## src/source/dcache_hit_pkg.sv

```systemverilog
`default_nettype none

package dcache_hit_pkg;

  //////////////////////////////////////////////////
  // widths
  //////////////////////////////////////////////////

  localparam int XLEN          = 32;
  localparam int PLEN          = 32;
  localparam int BLK_BITS      = 128;
  localparam int SETS          = 16;

  // offsets inside one line
  localparam int BLK_OFFS_BITS = $clog2(BLK_BITS / 8);
  localparam int DAT_OFFS_BITS = $clog2(BLK_BITS / XLEN);

  localparam int IDX_BITS      = $clog2(SETS);
  localparam int TAG_BITS      = PLEN - IDX_BITS - BLK_OFFS_BITS;

  //////////////////////////////////////////////////
  // types
  //////////////////////////////////////////////////

  typedef logic [XLEN-1:0]          word_t;
  typedef logic [PLEN-1:0]          adr_t;
  typedef logic [XLEN/8-1:0]        be_t;
  typedef logic [BLK_BITS-1:0]      line_t;
  typedef logic [BLK_BITS/8-1:0]    line_be_t;
  typedef logic [IDX_BITS-1:0]      idx_t;
  typedef logic [TAG_BITS-1:0]      tag_t;
  typedef logic [DAT_OFFS_BITS-1:0] dat_offs_t;

  // commands towards the bus interface
  typedef enum logic [1:0] {
    BIUCMD_NOP      = 2'd0,
    BIUCMD_READWAY  = 2'd1,
    BIUCMD_WRITEWAY = 2'd2
  } biucmd_e;

endpackage

`default_nettype wire
```

## src/source/dcache_hit.sv

```systemverilog
`timescale 1ns/1ps
`default_nettype none

module dcache_hit #(
  parameter int WAYS = 2
) (
  input  wire logic                      clk_i,
  input  wire logic                      rst_ni,
  // core side
  input  wire logic                      req_i,
  input  wire logic                      wreq_i,
  input  wire dcache_hit_pkg::adr_t      adr_i,
  input  wire dcache_hit_pkg::be_t       be_i,
  input  wire dcache_hit_pkg::word_t     d_i,
  input  wire logic                      cacheable_i,
  input  wire logic                      misaligned_i,
  input  wire logic                      pma_exception_i,
  input  wire logic                      pmp_exception_i,
  input  wire logic                      pagefault_i,
  output dcache_hit_pkg::word_t          q_o,
  output logic                           ack_o,
  output logic                           err_o,
  output logic                           misaligned_o,
  output logic                           pagefault_o,
  output logic                           stall_o,
  output logic                           armed_o,
  output logic                           filling_o,
  // tag and data memories
  input  wire logic [WAYS-1:0]           fill_way_i,
  output logic [WAYS-1:0]                fill_way_o,
  input  wire logic                      cache_hit_i,
  input  wire logic [WAYS-1:0]           ways_hit_i,
  input  wire dcache_hit_pkg::line_t     cache_line_i,
  input  wire logic                      way_dirty_i,
  output dcache_hit_pkg::idx_t           idx_o,
  output dcache_hit_pkg::tag_t           core_tag_o,
  output logic                           latchmem_o,
  input  wire logic                      recover_i,
  // write buffer
  output logic                           writebuffer_we_o,
  input  wire logic                      writebuffer_ack_i,
  output dcache_hit_pkg::idx_t           writebuffer_idx_o,
  output dcache_hit_pkg::dat_offs_t      writebuffer_offs_o,
  output dcache_hit_pkg::word_t          writebuffer_data_o,
  output dcache_hit_pkg::line_be_t       writebuffer_be_o,
  output logic [WAYS-1:0]                writebuffer_ways_hit_o,
  // evict buffer
  input  wire dcache_hit_pkg::idx_t      evict_idx_i,
  input  wire dcache_hit_pkg::tag_t      evict_tag_i,
  input  wire dcache_hit_pkg::line_t     evict_line_i,
  output dcache_hit_pkg::adr_t           evictbuffer_adr_o,
  output dcache_hit_pkg::line_t          evictbuffer_line_o,
  // bus interface
  output dcache_hit_pkg::biucmd_e        biucmd_o,
  input  wire logic                      biucmd_ack_i,
  input  wire logic                      biucmd_busy_i,
  input  wire dcache_hit_pkg::word_t     biu_q_i,
  input  wire logic                      biu_ack_i,
  input  wire logic                      biu_err_i,
  input  wire dcache_hit_pkg::adr_t      biu_adro_i
);

  logic                      valid_req;
  logic                      err_req;
  dcache_hit_pkg::dat_offs_t dat_offs;
  logic                      biu_word_ack;
  logic                      capture_evict;

  dcache_req_qual req_qual_i (
    .valid_req_o (valid_req),
    .err_req_o   (err_req),
    .dat_offs_o  (dat_offs),
    .*
  );

  dcache_miss_fsm #(
    .WAYS (WAYS)
  ) miss_fsm_i (
    .valid_req_i     (valid_req),
    .biu_word_ack_i  (biu_word_ack),
    .capture_evict_o (capture_evict),
    .*
  );

  dcache_resp #(
    .WAYS (WAYS)
  ) resp_i (
    .valid_req_i     (valid_req),
    .armed_i         (armed_o),
    .filling_i       (filling_o),
    .idx_i           (idx_o),
    .dat_offs_i      (dat_offs),
    .capture_evict_i (capture_evict),
    .err_req_i       (err_req),
    .biu_word_ack_o  (biu_word_ack),
    .*
  );

endmodule

`default_nettype wire

```

## src/source/dcache_resp.sv

```systemverilog
`timescale 1ns/1ps
`default_nettype none

module dcache_resp #(
  parameter int WAYS = 2
) (
  input  wire logic                      clk_i,
  input  wire logic                      rst_ni,
  input  wire logic                      valid_req_i,
  input  wire logic                      wreq_i,
  input  wire logic                      cacheable_i,
  input  wire logic                      cache_hit_i,
  input  wire logic                      armed_i,
  input  wire logic                      filling_i,
  input  wire dcache_hit_pkg::idx_t      idx_i,
  input  wire dcache_hit_pkg::dat_offs_t dat_offs_i,
  input  wire dcache_hit_pkg::be_t       be_i,
  input  wire dcache_hit_pkg::word_t     d_i,
  input  wire logic [WAYS-1:0]           ways_hit_i,
  input  wire dcache_hit_pkg::line_t     cache_line_i,
  input  wire logic                      writebuffer_ack_i,
  input  wire dcache_hit_pkg::idx_t      evict_idx_i,
  input  wire dcache_hit_pkg::tag_t      evict_tag_i,
  input  wire dcache_hit_pkg::line_t     evict_line_i,
  input  wire logic                      capture_evict_i,
  input  wire logic                      biu_ack_i,
  input  wire dcache_hit_pkg::adr_t      biu_adro_i,
  input  wire dcache_hit_pkg::word_t     biu_q_i,
  input  wire logic                      biu_err_i,
  input  wire logic                      err_req_i,
  input  wire dcache_hit_pkg::adr_t      adr_i,
  output logic                           biu_word_ack_o,
  output dcache_hit_pkg::word_t          q_o,
  output logic                           ack_o,
  output logic                           err_o,
  output logic                           writebuffer_we_o,
  output dcache_hit_pkg::idx_t           writebuffer_idx_o,
  output dcache_hit_pkg::dat_offs_t      writebuffer_offs_o,
  output dcache_hit_pkg::word_t          writebuffer_data_o,
  output dcache_hit_pkg::line_be_t       writebuffer_be_o,
  output logic [WAYS-1:0]                writebuffer_ways_hit_o,
  output dcache_hit_pkg::adr_t           evictbuffer_adr_o,
  output dcache_hit_pkg::line_t          evictbuffer_line_o
);

  localparam int XLEN          = dcache_hit_pkg::XLEN;
  localparam int PLEN          = dcache_hit_pkg::PLEN;
  localparam int BLK_BITS      = dcache_hit_pkg::BLK_BITS;
  localparam int BLK_OFFS_BITS = dcache_hit_pkg::BLK_OFFS_BITS;
  localparam int WORD_LSB      = $clog2(XLEN / 8);

  logic                  hit;
  logic                  wr_hit;
  logic                  bypass;
  logic                  biu_err_q;
  dcache_hit_pkg::line_t merged_line;
  dcache_hit_pkg::word_t cache_q;

  assign hit    = valid_req_i & cacheable_i & cache_hit_i;
  assign wr_hit = hit & wreq_i & armed_i;

  //////////////////////////////////////////////////
  // write buffer
  //////////////////////////////////////////////////

  always_ff @(posedge clk_i or negedge rst_ni) begin
    if (!rst_ni) begin
      writebuffer_we_o <= 1'b0;
    end else if (wr_hit) begin
      writebuffer_we_o <= 1'b1;
    end else if (writebuffer_ack_i) begin
      writebuffer_we_o <= 1'b0;
    end
  end

  // byte enables move to their place in the line
  always_ff @(posedge clk_i) begin
    if (wr_hit) begin
      writebuffer_idx_o      <= idx_i;
      writebuffer_offs_o     <= dat_offs_i;
      writebuffer_data_o     <= d_i;
      writebuffer_be_o       <= dcache_hit_pkg::line_be_t'(be_i) << (dat_offs_i * (XLEN / 8));
      writebuffer_ways_hit_o <= ways_hit_i;
    end
  end

  // pending store to this set wins over the memory contents
  assign bypass = writebuffer_we_o & (idx_i == writebuffer_idx_o);

  always_comb begin
    merged_line = cache_line_i;
    for (int i = 0; i < BLK_BITS / 8; i++) begin
      if (bypass && writebuffer_be_o[i]) begin
        merged_line[i*8 +: 8] = writebuffer_data_o[(i % (XLEN / 8))*8 +: 8];
      end
    end
  end

  assign cache_q = merged_line[dat_offs_i*XLEN +: XLEN];

  //////////////////////////////////////////////////
  // response
  //////////////////////////////////////////////////

  assign biu_word_ack_o = valid_req_i & biu_ack_i &
                          (biu_adro_i[PLEN-1:WORD_LSB] == adr_i[PLEN-1:WORD_LSB]);

  always_ff @(posedge clk_i or negedge rst_ni) begin
    if (!rst_ni) begin
      ack_o     <= 1'b0;
      biu_err_q <= 1'b0;
    end else begin
      ack_o     <= (armed_i & hit) | (filling_i & biu_word_ack_o);
      biu_err_q <= biu_err_i;
    end
  end

  always_ff @(posedge clk_i) begin
    q_o <= cache_hit_i ? cache_q : biu_q_i;
  end

  assign err_o = err_req_i | biu_err_q;

  // evict buffer keeps the old line until the write-way command
  always_ff @(posedge clk_i) begin
    if (capture_evict_i) begin
      evictbuffer_adr_o  <= {evict_tag_i, evict_idx_i, {BLK_OFFS_BITS{1'b0}}};
      evictbuffer_line_o <= evict_line_i;
    end
  end

  a_wb_needs_hit: assert property (
    @(posedge clk_i) disable iff (!rst_ni)
    $rose(writebuffer_we_o) |-> $past(wr_hit)
  );

endmodule

`default_nettype wire

```

## src/source/dcache_miss_fsm.sv

```systemverilog
`timescale 1ns/1ps
`default_nettype none

module dcache_miss_fsm #(
  parameter int WAYS = 2
) (
  input  wire logic              clk_i,
  input  wire logic              rst_ni,
  input  wire logic              valid_req_i,
  input  wire logic              cacheable_i,
  input  wire logic              cache_hit_i,
  input  wire logic              way_dirty_i,
  input  wire logic [WAYS-1:0]   fill_way_i,
  input  wire logic              biucmd_ack_i,
  input  wire logic              biucmd_busy_i,
  input  wire logic              biu_err_i,
  input  wire logic              biu_word_ack_i,
  input  wire logic              recover_i,
  output dcache_hit_pkg::biucmd_e biucmd_o,
  output logic [WAYS-1:0]        fill_way_o,
  output logic                   armed_o,
  output logic                   filling_o,
  output logic                   stall_o,
  output logic                   latchmem_o,
  output logic                   capture_evict_o
);

  typedef enum logic [2:0] {
    ARMED,
    READ,
    EVICT,
    RECOVER0,
    RECOVER1
  } state_e;

  state_e                  state;
  state_e                  nxt_state;
  dcache_hit_pkg::biucmd_e nxt_biucmd;
  logic [WAYS-1:0]         nxt_fill_way;
  logic                    miss;
  logic                    fill_done;

  assign miss      = valid_req_i & cacheable_i & ~cache_hit_i;
  assign fill_done = biucmd_ack_i | biu_err_i;

  //////////////////////////////////////////////////
  // next state
  //////////////////////////////////////////////////

  always_comb begin
    nxt_state    = state;
    nxt_biucmd   = dcache_hit_pkg::BIUCMD_NOP;
    nxt_fill_way = fill_way_o;

    unique case (state)
      ARMED: begin
        if (miss && !biucmd_busy_i) begin
          // refill the way the memories picked
          nxt_fill_way = fill_way_i;
          nxt_biucmd   = dcache_hit_pkg::BIUCMD_READWAY;
          nxt_state    = way_dirty_i ? EVICT : READ;
        end
      end
      READ: begin
        if (fill_done) nxt_state = RECOVER0;
      end
      EVICT: begin
        // old line in the evict buffer goes back to memory now
        if (fill_done) begin
          nxt_state  = RECOVER0;
          nxt_biucmd = dcache_hit_pkg::BIUCMD_WRITEWAY;
        end
      end
      RECOVER0: nxt_state = RECOVER1;
      RECOVER1: nxt_state = ARMED;
      default:  nxt_state = ARMED;
    endcase
  end

  always_ff @(posedge clk_i or negedge rst_ni) begin
    if (!rst_ni) begin
      state      <= ARMED;
      biucmd_o   <= dcache_hit_pkg::BIUCMD_NOP;
      fill_way_o <= '0;
      armed_o    <= 1'b1;
      filling_o  <= 1'b0;
    end else begin
      state      <= nxt_state;
      biucmd_o   <= nxt_biucmd;
      fill_way_o <= nxt_fill_way;
      armed_o    <= (nxt_state == ARMED);
      filling_o  <= (nxt_state == READ) || (nxt_state == EVICT);
    end
  end

  //////////////////////////////////////////////////
  // stall and memory latch
  //////////////////////////////////////////////////

  // recover_i has no effect and both recovery cycles always run
  always_comb begin
    unique case (state)
      ARMED: begin
        stall_o    = miss;
        latchmem_o = ~miss;
      end
      READ, EVICT: begin
        // the requested word from the bus lets the core go on
        stall_o    = ~biu_word_ack_i;
        latchmem_o = biu_word_ack_i;
      end
      RECOVER0: begin
        stall_o    = 1'b1;
        latchmem_o = 1'b0;
      end
      RECOVER1: begin
        stall_o    = 1'b1;
        latchmem_o = 1'b1;
      end
      default: begin
        stall_o    = 1'b0;
        latchmem_o = 1'b1;
      end
    endcase
  end

  assign capture_evict_o = (state == ARMED);

  a_readway_single: assert property (
    @(posedge clk_i) disable iff (!rst_ni)
    biucmd_o == dcache_hit_pkg::BIUCMD_READWAY |=> biucmd_o != dcache_hit_pkg::BIUCMD_READWAY
  );

  // write-back follows the read-way acknowledge of a dirty miss
  a_writeway_after_evict: assert property (
    @(posedge clk_i) disable iff (!rst_ni)
    biucmd_o == dcache_hit_pkg::BIUCMD_WRITEWAY |-> $past(state) == EVICT && state == RECOVER0
  );

endmodule

`default_nettype wire

```

## src/source/dcache_req_qual.sv

```systemverilog
`timescale 1ns/1ps
`default_nettype none

module dcache_req_qual (
  input  wire logic                 clk_i,
  input  wire logic                 req_i,
  input  wire logic                 wreq_i,
  input  wire logic                 misaligned_i,
  input  wire logic                 pma_exception_i,
  input  wire logic                 pmp_exception_i,
  input  wire logic                 pagefault_i,
  input  wire dcache_hit_pkg::adr_t adr_i,
  output logic                      valid_req_o,
  output logic                      err_req_o,
  output dcache_hit_pkg::idx_t      idx_o,
  output dcache_hit_pkg::tag_t      core_tag_o,
  output dcache_hit_pkg::dat_offs_t dat_offs_o,
  output logic                      misaligned_o,
  output logic                      pagefault_o
);

  localparam int PLEN          = dcache_hit_pkg::PLEN;
  localparam int BLK_OFFS_BITS = dcache_hit_pkg::BLK_OFFS_BITS;
  localparam int DAT_OFFS_BITS = dcache_hit_pkg::DAT_OFFS_BITS;
  localparam int IDX_BITS      = dcache_hit_pkg::IDX_BITS;
  localparam int TAG_BITS      = dcache_hit_pkg::TAG_BITS;

  logic req;
  logic prot_exc;

  // a store request counts on its own
  assign req      = req_i | wreq_i;
  assign prot_exc = pma_exception_i | pmp_exception_i;

  assign valid_req_o = req & ~prot_exc & ~misaligned_i & ~pagefault_i;

  // address fields
  assign idx_o      = adr_i[BLK_OFFS_BITS +: IDX_BITS];
  assign core_tag_o = adr_i[PLEN-1 -: TAG_BITS];
  assign dat_offs_o = adr_i[BLK_OFFS_BITS-1 -: DAT_OFFS_BITS];

  //////////////////////////////////////////////////
  // exceptions registered one cycle after the request
  //////////////////////////////////////////////////

  always_ff @(posedge clk_i) begin
    err_req_o    <= req & prot_exc;
    misaligned_o <= req & misaligned_i;
    pagefault_o  <= req & pagefault_i;
  end

  // a request that reaches the cache leaves no fault behind
  a_no_exc_after_valid: assert property (
    @(posedge clk_i)
    valid_req_o |=> !(err_req_o || misaligned_o || pagefault_o)
  );

endmodule

`default_nettype wire

```

## config.mk

```make
export PLATFORM = sky130hd
export DESIGN_NAME = dcache_hit
export DESIGN_NICKNAME = d
export VERILOG_FILES = /design/src/source/dcache_hit_pkg.sv /design/src/source/dcache_hit.sv /design/src/source/dcache_resp.sv /design/src/source/dcache_miss_fsm.sv /design/src/source/dcache_req_qual.sv
export SDC_FILE = /design/constraint.sdc
export NUM_CORES = 1
export LEC_CHECK = 0
export ABC_AREA = 1
export BUFFER_PORTS_ARGS = -buffer_cell sky130_fd_sc_hd__buf_2
export CORE_AREA = 2 2 279 281
export CTS_BUF_LIST = sky130_fd_sc_hd__clkbuf_8
export DETAILED_ROUTE_END_ITERATION = 6
export DIE_AREA = 0 0 281 283
export PLACE_DENSITY = 0.46
export SLEW_MARGIN = 20
export SYNTH_ARGS = -nofsm -noshare
export SYNTH_HDL_FRONTEND = slang
export SYNTH_SLANG_ARGS = --single-unit
```

## constraint.sdc

```tcl
create_clock -name clk_i -period 22.2 [get_ports clk_i]
set_input_delay 2.22 -clock clk_i [delete_from_list [all_inputs] [get_ports clk_i]]
set_output_delay 2.22 -clock clk_i [all_outputs]
set_load 0.02 [all_outputs]
```

==> summary.md, run 1 <==
| Metric | Value |
|---|---|
| Unrepaired setup endpoints after global routing | `false` |
| Total track usage | `15.5%` |
| Top Ports | `726` |
| Area Growth Syn to Fin | `43.8%` |
| HP Start | `miss_fsm_i.fill_way_o[1]` |
| Cts bufs inserted | `51` |
| Clock sink count | `259` |
| Routed wire length | `64,300 um` |
| CTS tree | `yes` |
| Final worst clock skew | `29.7 ps` |
| ANT nets after route | `0` |
| WP data required | `19,980 ps` |
| Worst setup SP type | `primary input` |
| Count of pins over their slew limit | `0` |
| Min Tclk post-route | `6280 ps` |
| Routability cong. | `0.851` |
| Leak Pwr | `8.58 nW` |
| Final Hold Fails | `0` |
| Setup slack after layout | `15,920 ps` |
| H-tree Lvls | `2` |
| Vias in the first global route | `11.8k` |
| Max cap viols | `0` |
| Initial Utilization | `16.2%` |
| Total negative slack | `0 ps` |
| Final period util | `28.3%` |
| Power Dens Cells | `98.2 nW/um^2` |
| Hold Buf Count CTS | `0` |
| Clk root buf | `clkbuf_8` |
| Total power | `0.00176 W` |
| Tightest Pin Transition | `1050 ps` |
| Final setup violating endpoints | `0` |
| Vias per cell | `3.98` |
| Ys Warns | `0` |
| Worst reg-to-reg setup slack | `18,510 ps` |
| Crit. End Element | `output pin` |
| Worst hold endpoint | `miss_fsm_i.fill_way_o[1]` |
| Nets | `2,396` |
| Hold Path Class | `reg2reg` |
| Initial antenna violation count | `52` |
| DP Area | `16,700 um^2` |
| Drt first pass iters | `4` |
| Post-CTS Resized | `0` |
| Slew headroom | `30.0%` |
| Clock transition at path regs | `60 ps` |
| Placeable Area | `76,700 um^2` |
| Post-Synthesis Cells | `1,283` |
| Crit Reg-Reg Endpoint | `resp_i.q_o[10]` |
| R2R depth | `11` |
| Via count | `12.1k` |
| Syn Area/Cell | `9.71 um^2` |
| Placed wire-length estimate | `51,000 um` |
| Total Die Area | `79,500 um^2` |
| WS Path Type | `in2out` |
| Seq/Total Area, Yosys | `59.1%` |
| Pin count of the biggest net entering global routing | `79` |
| Hold Crit Depth | `2` |
| Num rows | `102` |
| Global-route wire length before repair | `87,700 um` |
| Max Clk Rate | `159 MHz` |
| Synth cell types | `35` |
| Worst Path Arrival | `4060 ps` |
| Routed len/inst | `21.1 um` |
| Remaining global-route overflow | `0` |
| Post-place setup slack | `15,840 ps` |
| Residual DRC count | `0` |
| Max clock buf depth | `3` |
| Crit-path max FO | `23` |
| Synthesized cell area | `12,500 um^2` |
| Post-CTS Setup Bufs | `0` |
| IO buf count | `716` |
| Peak supply drop | `62.9 uV` |
| Die W | `281 um` |
| Worst skew pair latency | `660 ps` |
| Status | `completed` |
| Reg2Reg Launch Point | `resp_i.writebuffer_idx_o[3]` |
| Register bit total from synthesis | `259` |
| Layout cells sized above 1 | `41.4%` |
| Final instance area | `17,900 um^2` |
| Initial drt markers | `727` |
| Die Span Y | `283 um` |
==> report_power, final <==
part	total, W	leakage (nW)	internal (W)	switching (W)
clock network	0.000572	0.643	0.000329	0.000244
logic	0.000483	5.53	0.000126	0.000357
registers	0.000704	2.41	0.000674	0.0000304
==> placed cells by master (no fill, tap or decap), types with 2 or more instances in the layout <==
| cell type | n |
|---|---|
| buf_2 | 715 |
| nand2_1 | 242 |
| nand3_1 | 239 |
| inv_1 | 216 |
| edfxtp_1 | 212 |
| nand4_1 | 134 |
| clkbuf_8 | 52 |
| dfxtp_1 | 35 |
| nor3_1 | 24 |
| nor2_1 | 17 |
| buf_4 | 15 |
| dfrtp_1 | 11 |
| nand3_4 | 10 |
| clkinv_2 | 10 |
| bufinv_16 | 9 |
| clkinv_1 | 8 |
| o21ai_0 | 7 |
| xor2_1 | 7 |
| o22ai_1 | 5 |
| diode_2 | 4 |
| inv_2 | 4 |
| or2_2 | 4 |
| xnor2_1 | 4 |
| conb_1 | 4 |
| a21oi_1 | 3 |
| inv_12 | 2 |
==> sequential cells by signal, indices dropped and copies added (netlist names), 2 cells and up <==
| signal | flops |
|---|---|
| miss_fsm_i.biucmd_o | 2 |
| miss_fsm_i.fill_way_o | 2 |
| resp_i.writebuffer_be_o | 16 |
| resp_i.writebuffer_data_o | 32 |
| resp_i.evictbuffer_line_o | 128 |
| resp_i.writebuffer_idx_o | 4 |
| miss_fsm_i.state | 3 |
| resp_i.writebuffer_ways_hit_o | 2 |
| resp_i.evictbuffer_adr_o | 28 |
| resp_i.writebuffer_offs_o | 2 |
| resp_i.q_o | 32 |
==> routing by layer <==
layer | vias up | track usage [%] | wire length (um)
met4 | 66 | 3.61 | 1410
met3 | 134 | 6.52 | 6510
met2 | 587 | 27.3 | 32200
li1 | 5730 | - | -
met1 | 5615 | 17.1 | 23800
met5 | - | 0 | 424
==> kinds of logic (layout without fill, tap and decap cells) <==
kind of cell / Yosys count / after routing / synth area share, %
compound gates: 19 / 19 / 0.904
xor+xnor: 11 / 11 / 0.773
buf+inv: 319 / 1034 / 12.2
flops: 259 / 259 / 59.1
other cells: 1 / 8 / 0.0301
simple gates: 674 / 674 / 27.0
==> worst max-delay path, cell delays in order <==
cell and delay [ps]:
buf_2 490, buf_4 470, inv_2 110, o22ai_1 160, nor2_1 70, nand3_1 60, nor2_1 60, nand3_1 90
nand2_1 50, nand3_1 60, buf_2 180
==> metrics by stage <==
stage                     utilization, %  hold WS [ps]  std cells
after floorplan                        -           456       1286
after global placement              21.8           464       2946
after detailed placement            21.8           473       2946
after CTS                           23.4           487       3041
after global routing                23.4           510       3042
final                               23.4           486       3045
==> worst max path at each step <==
stage / slack, ps / from / endpoint / cells after the start
2_1_floorplan: 12120 / miss_fsm_i.state[1] / stall_o / 5
3_3_place_gp: 15850 / adr_i[3] / stall_o / 11
3_5_place_dp: 15840 / adr_i[3] / stall_o / 11
4_1_cts: 15840 / adr_i[3] / stall_o / 11
5_1_grt: 15760 / adr_i[3] / stall_o / 11
6_report: 15920 / adr_i[3] / stall_o / 11
==> synthesized netlist by cell type <==
master / n / area share (%)
a21oi_1: 3 / 0.12
a22oi_1: 1 / 0.060
buf_1: 7 / 0.21
buf_12: 2 / 0.32
buf_2: 34 / 1.4
buf_4: 35 / 2.1
buf_6: 9 / 0.81
buf_8: 3 / 0.36
clkbuf_1: 19 / 0.57
clkbuf_8: 1 / 0.11
clkinv_1: 1 / 0.030
conb_1: 1 / 0.030
dfrtp_1: 11 / 2.2
dfstp_2: 1 / 0.21
dfxtp_1: 35 / 5.6
edfxtp_1: 212 / 51
inv_1: 206 / 6.2
inv_2: 2 / 0.060
nand2_1: 242 / 7.3
nand3_1: 239 / 9.6
nand3_2: 1 / 0.080
nand3_4: 10 / 1.4
nand4_1: 134 / 6.7
nor2_1: 18 / 0.54
nor2_8: 1 / 0.16
nor3_1: 24 / 0.96
nor4_1: 1 / 0.050
o2111ai_1: 1 / 0.070
o211ai_1: 1 / 0.060
o21ai_0: 7 / 0.28
o21bai_1: 1 / 0.060
o22ai_1: 5 / 0.25
or2_2: 4 / 0.20
xnor2_1: 4 / 0.28
xor2_1: 7 / 0.49
==> cell type report <==
class,count,area [um^2]
Multi-Input combinational cell,708,3600
Tap cell,1040,1300
Timing Repair Buffer,730,3690
Inverter,209,788
Sequential cell,259,7370
Clock inverter,43,454
Antenna cell,4,10.0
Fill cell,8525,58800
Clock buffer,52,716
(Power assumes the default switching activity.)
==> run 2, diff against run 1 <==
- clock period: 22.2 -> 6.59 ns (I/O delays scaled with it)
==> summary.md, run 2 (synthesis results as in run 1) <==
| Metric | Value |
|---|---|
| Worst Path Arrival | `2490 ps` |
| Slowest cell on crit path | `buf_4` |
| Layout cells sized above 1 | `40.9%` |
| Setup slack after layout | `3440 ps` |
| Leak Pwr | `8.55 nW` |
| Total power | `0.00585 W` |
| Peak supply drop | `296 uV` |
| IO buf count | `716` |
| Count of pins over their slew limit | `0` |
| Clock transition at path regs | `60 ps` |
| Unrepaired setup endpoints after global routing | `false` |
| Final setup violating endpoints | `0` |
| Placeable Area | `76,700 um^2` |
| Tightest Pin Transition | `1130 ps` |
| Max Clk Rate | `318 MHz` |
| Remaining global-route overflow | `0` |
| Max cap viols | `0` |
| WS Path Type | `in2out` |
| Worst setup SP type | `primary input` |
| Commonest cells after routing, fill and taps aside | `716 x buf_2, 242 x nand2_1, 239 x nand3_1` |
| Power Dens Cells | `327 nW/um^2` |
| Clk root buf | `clkbuf_8` |
| Largest Register | `resp_i.evictbuffer_line_o` |
| Crit-path max FO | `74` |
| Cts bufs inserted | `53` |
| Most common cell after layout, fill and taps aside | `buf_2` |
| H-tree Lvls | `2` |
| Final period util | `47.8%` |
| Initial drt markers | `770` |
| Top Ports | `726` |
| Worst skew pair latency | `670 ps` |
| Global-route wire length before repair | `87,600 um` |
| Clock sink count | `259` |
| Initial Utilization | `16.2%` |
| Vias per cell | `4.01` |
| Area Growth Syn to Fin | `43.6%` |
| Residual DRC count | `0` |
| Pin count of the biggest net entering global routing | `161` |
| Delay-heaviest family, CP | `buffers and inverters` |
| Worst hold margin | `146 ps` |
| Worst reg-to-reg setup slack | `3670 ps` |
| Max clock buf depth | `3` |
| Total Die Area | `79,500 um^2` |
| Routed wire length | `64,300 um` |
| Hold Path Class | `in2reg` |
| Die W | `281 um` |
| Die Span Y | `283 um` |
| Drt first pass iters | `5` |
| Crit. End Element | `output pin` |
| Buf+Inv Stages, Crit Path | `4` |
| Final worst clock skew | `42.7 ps` |
| CTS tree | `yes` |
| Final Hold Fails | `0` |
| Vias in the first global route | `11.7k` |
| Critical path cell sequence | `buf_2 > buf_4 > inv_2 > a22oi_1 > nand3_1 > nor2_1 > nand3_1 > nand2_1 > nand3_1 > buf_2` |
| Num rows | `102` |
| Post-place setup slack | `3220 ps` |
| Most used cell, CP | `nand3_1` |
| Slew headroom | `24.7%` |
| Total negative slack | `0 ps` |
| WP data required | `5930 ps` |
| ANT nets after route | `0` |
| Min Tclk post-route | `3150 ps` |
| Routability cong. | `0.877` |
| Total track usage | `15.4%` |
| Nets | `2,397` |
| Status | `completed` |
| Via count | `12.2k` |
| Crit path largest cell delay | `730 ps` |
| Number of flip-flops in the largest register | `128` |
| Routed len/inst | `21.1 um` |
| Placed wire-length estimate | `50,700 um` |
| Initial antenna violation count | `48` |
| Top Registers | `resp_i.evictbuffer_line_o x128, resp_i.q_o x32, resp_i.writebuffer_data_o x32` |
==> run 2: per-layer routing <==
metal	share of wire, %	global-route usage [%]	wire, um	vias up
li1	-	-	-	5730
met4	2.2	3.56	1390	62
met5	0.55	0	356	-
met3	11	6.57	7240	144
met1	36	17.0	23100	5629
met2	50	27.3	32200	662
==> run 2: repair_timing <==
action,CTS,global route
setup buffers,0,0
hold buffers,1,0
endpoints found under the hold margin,11,0
gates resized for setup,0,0
==> run 2: cell type report <==
class / count / area [um^2]
diodes: 5 / 12.5
clock buffers: 55 / 757
flip-flops and latches: 259 / 7370
clock inverters: 43 / 359
repair buffers: 729 / 3710
multi-input cells: 708 / 3600
fillers: 8507 / 58800
inverters: 209 / 788
well taps: 1040 / 1300
==> run 2: worst paths after layout <==
kind / start / to / depth (start not counted)
hold reg to reg: miss_fsm_i.fill_way_o[0] / miss_fsm_i.fill_way_o[0] / 2
setup reg to reg: resp_i.writebuffer_idx_o[3] / resp_i.q_o[9] / 10
setup / recovery: adr_i[2] / stall_o / 10
max in group asynchronous: rst_ni / miss_fsm_i.armed_o / 2
min in group asynchronous: rst_ni / miss_fsm_i.filling_o / 2
hold / removal: biu_err_i / resp_i.biu_err_q / 1
==> run 2: metrics by stage <==
| step | cells | utilization (%) | instance area (um^2) |
|---|---|---|---|
| finish | 3048 | 23.3 | 17900 |
| global route | 3043 | 23.3 | 17900 |
| CTS | 3043 | 23.3 | 17900 |
| detailed placement | 2944 | 21.8 | 16800 |
| global placement | 2944 | 21.8 | 16800 |
| floorplan | 1286 | - | 12500 |
==> run 2: where the power goes <==
part	internal, W	switching [W]
Clock	0.00102	0.000813
Combinational	0.000431	0.00121
Sequential	0.00227	0.000103
Total	0.00372	0.00213
==> run 3, diff against run 2 <==
- PLACE_DENSITY: 0.46 -> 0.47
- clock period: 6.59 -> 2.7 ns (I/O delays scaled with it)
==> summary.md, run 3 (synthesis results as in run 1) <==
| Metric | Value |
|---|---|
| Status | `completed` |
| Num rows | `102` |
| Worst setup SP type | `flip-flop` |
| Max Clk Rate | `394 MHz` |
| Layout cells sized above 1 | `37.7%` |
| Routed wire length | `66,800 um` |
| Global-route wire length before repair | `93,400 um` |
| M3 GR Usage | `5.06%` |
| Remaining global-route overflow | `0` |
| Placeable Area | `76,700 um^2` |
| Count of pins over their slew limit | `0` |
| WP data required | `3280 ps` |
| Crit Reg-Reg Endpoint | `resp_i.q_o[21]` |
| Leak Pwr | `9.84 nW` |
| Total power | `0.0146 W` |
| Most common cell after layout, fill and taps aside | `buf_2` |
| Placed wire-length estimate | `51,500 um` |
| Min Tclk post-route | `2540 ps` |
| Largest Register | `resp_i.evictbuffer_line_o` |
| Commonest cells after routing, fill and taps aside | `715 x buf_2, 257 x dlygate4sd3_1, 240 x nand2_1` |
| Placed insts | `2,974` |
| Die Span Y | `283 um` |
| Number of flip-flops in the largest register | `128` |
| Final Instance Count excl. Fillers | `3,339` |
| Delay-heaviest family, CP | `simple AND/OR/NAND/NOR gates` |
| Routability cong. | `0.855` |
| Area Growth Syn to Fin | `67.2%` |
| Residual DRC count | `0` |
| Crit. End Element | `flip-flop` |
| Worst reg-to-reg setup slack | `160 ps` |
| Worst hold endpoint | `resp_i.q_o[3]` |
| Worst skew pair latency | `650 ps` |
| Crit-path max FO | `8` |
| Buf+Inv Stages, Crit Path | `2` |
| Max cap viols | `0` |
| Initial Utilization | `16.2%` |
| Met2 usage | `28.2%` |
| Worst Path Arrival | `3120 ps` |
| Initial antenna violation count | `29` |
| Power Dens Cells | `702 nW/um^2` |
| Slew headroom | `56.8%` |
| Unrepaired setup endpoints after global routing | `false` |
| Critical path cell sequence | `nand2_1 > nand3_2 > nor2_8 > buf_4 > nand3_2 > nand2_1 > nand3_1 > nand3_1 > nand3_1 > nand2_1 > dlygate4sd3_1` |
| IO buf count | `716` |
| Tightest Pin Transition | `648 ps` |
| Via count | `13.5k` |
| Top Registers | `resp_i.evictbuffer_line_o x128, resp_i.q_o x32, resp_i.writebuffer_data_o x32` |
| Max clock buf depth | `3` |
| Total Die Area | `79,500 um^2` |
| Top Ports | `726` |
| Cts bufs inserted | `50` |
| Reg2Reg Launch Point | `resp_i.writebuffer_idx_o[0]` |
| Final worst clock skew | `24.5 ps` |
| CTS tree | `yes` |
| Vias per cell | `4.03` |
| Total track usage | `16.0%` |
| Final period util | `94.0%` |
| Final Hold Fails | `0` |
| Initial drt markers | `912` |
| DP Area | `17,000 um^2` |
| Final instance area | `20,800 um^2` |
| Routed len/inst | `20.0 um` |
| Clock transition at path regs | `70 ps` |
| Crit path largest cell delay | `540 ps` |
| HP Start | `cache_line_i[3]` |
| H-tree Lvls | `2` |
| Slowest cell on crit path | `dlygate4sd3_1` |
| Global routing met1 resource utilization | `18.7%` |
| ANT nets after route | `0` |
| Nets | `2,688` |
| Clock sink count | `259` |
| Vias in the first global route | `13.8k` |
| Hold Crit Depth | `7` |
| Most used routing layer | `met2` |
| Pin count of the biggest net entering global routing | `74` |
| Final setup violating endpoints | `0` |
| Hold Path Class | `in2reg` |
| Peak supply drop | `580 uV` |
| R2R depth | `11` |
| Drt first pass iters | `4` |
| WS Path Type | `reg2reg` |
| Die W | `281 um` |
| Clk root buf | `clkbuf_8` |
## run 3: metal layers
metal	share of wire, %	wire length, um
met1	39	26300
met2	49	32900
met3	8.6	5780
met4	2.5	1690
met5	0.27	181
## run 3: worst max-delay path by stage
| stage | cells past startpoint | from | slack [ps] | end |
|---|---|---|---|---|
| floorplan | 5 | miss_fsm_i.state[1] | -900 | stall_o |
| finish | 11 | resp_i.writebuffer_idx_o[0] | 160 | resp_i.q_o[21] |
| CTS | 11 | resp_i.writebuffer_idx_o[3] | 50 | resp_i.q_o[21] |
| global placement | 13 | adr_i[6] | 390 | resp_i.q_o[8] |
| detailed placement | 12 | adr_i[7] | 370 | resp_i.q_o[8] |
| global route | 11 | resp_i.writebuffer_idx_o[0] | 20 | resp_i.q_o[21] |
## run 3: area by class of cell
type	instances	area, um^2
inverter	209	788
clock inverter	38	357
sequential	259	7370
tap	1040	1300
timing repair buffer	1022	6620
fill	8207	55900
antenna	7	17.5
multi-input combinational	709	3620
clock buffer	55	757
## run 3: per-stage QoR
step | util, % | TNS [ps] | worst slack [ps] | hold WS, ps
after floorplan | - | -111160 | -904 | -25.6
after global placement | 22.2 | 0 | 388 | 179
after detailed placement | 22.2 | 0 | 365 | 179
after CTS | 27.0 | 0 | 53.2 | 0.761
after global routing | 27.2 | 0 | 17.0 | 25.8
final | 27.2 | 0 | 162 | 55.5
## run 3: worst min-delay path, delay by kind of cell
kind | cells | cell delay [ps]
buffers and inverters | 2 | 100
AND/OR/NAND/NOR | 5 | 310
## run 3: repair_timing
action	CTS	global route
endpoints found under the hold margin	260	0
hold buffers	257	0
buffers inserted	0	7
endpoints found under the setup margin	0	1
resized for setup	0	5
## run 3: report_power, final
part	switching (W)	total, W	internal (W)
combinational	0.00293	0.00433	0.00140
clock	0.00197	0.00446	0.00248
sequential	0.000311	0.00584	0.00552
total	0.00522	0.0146	0.00941
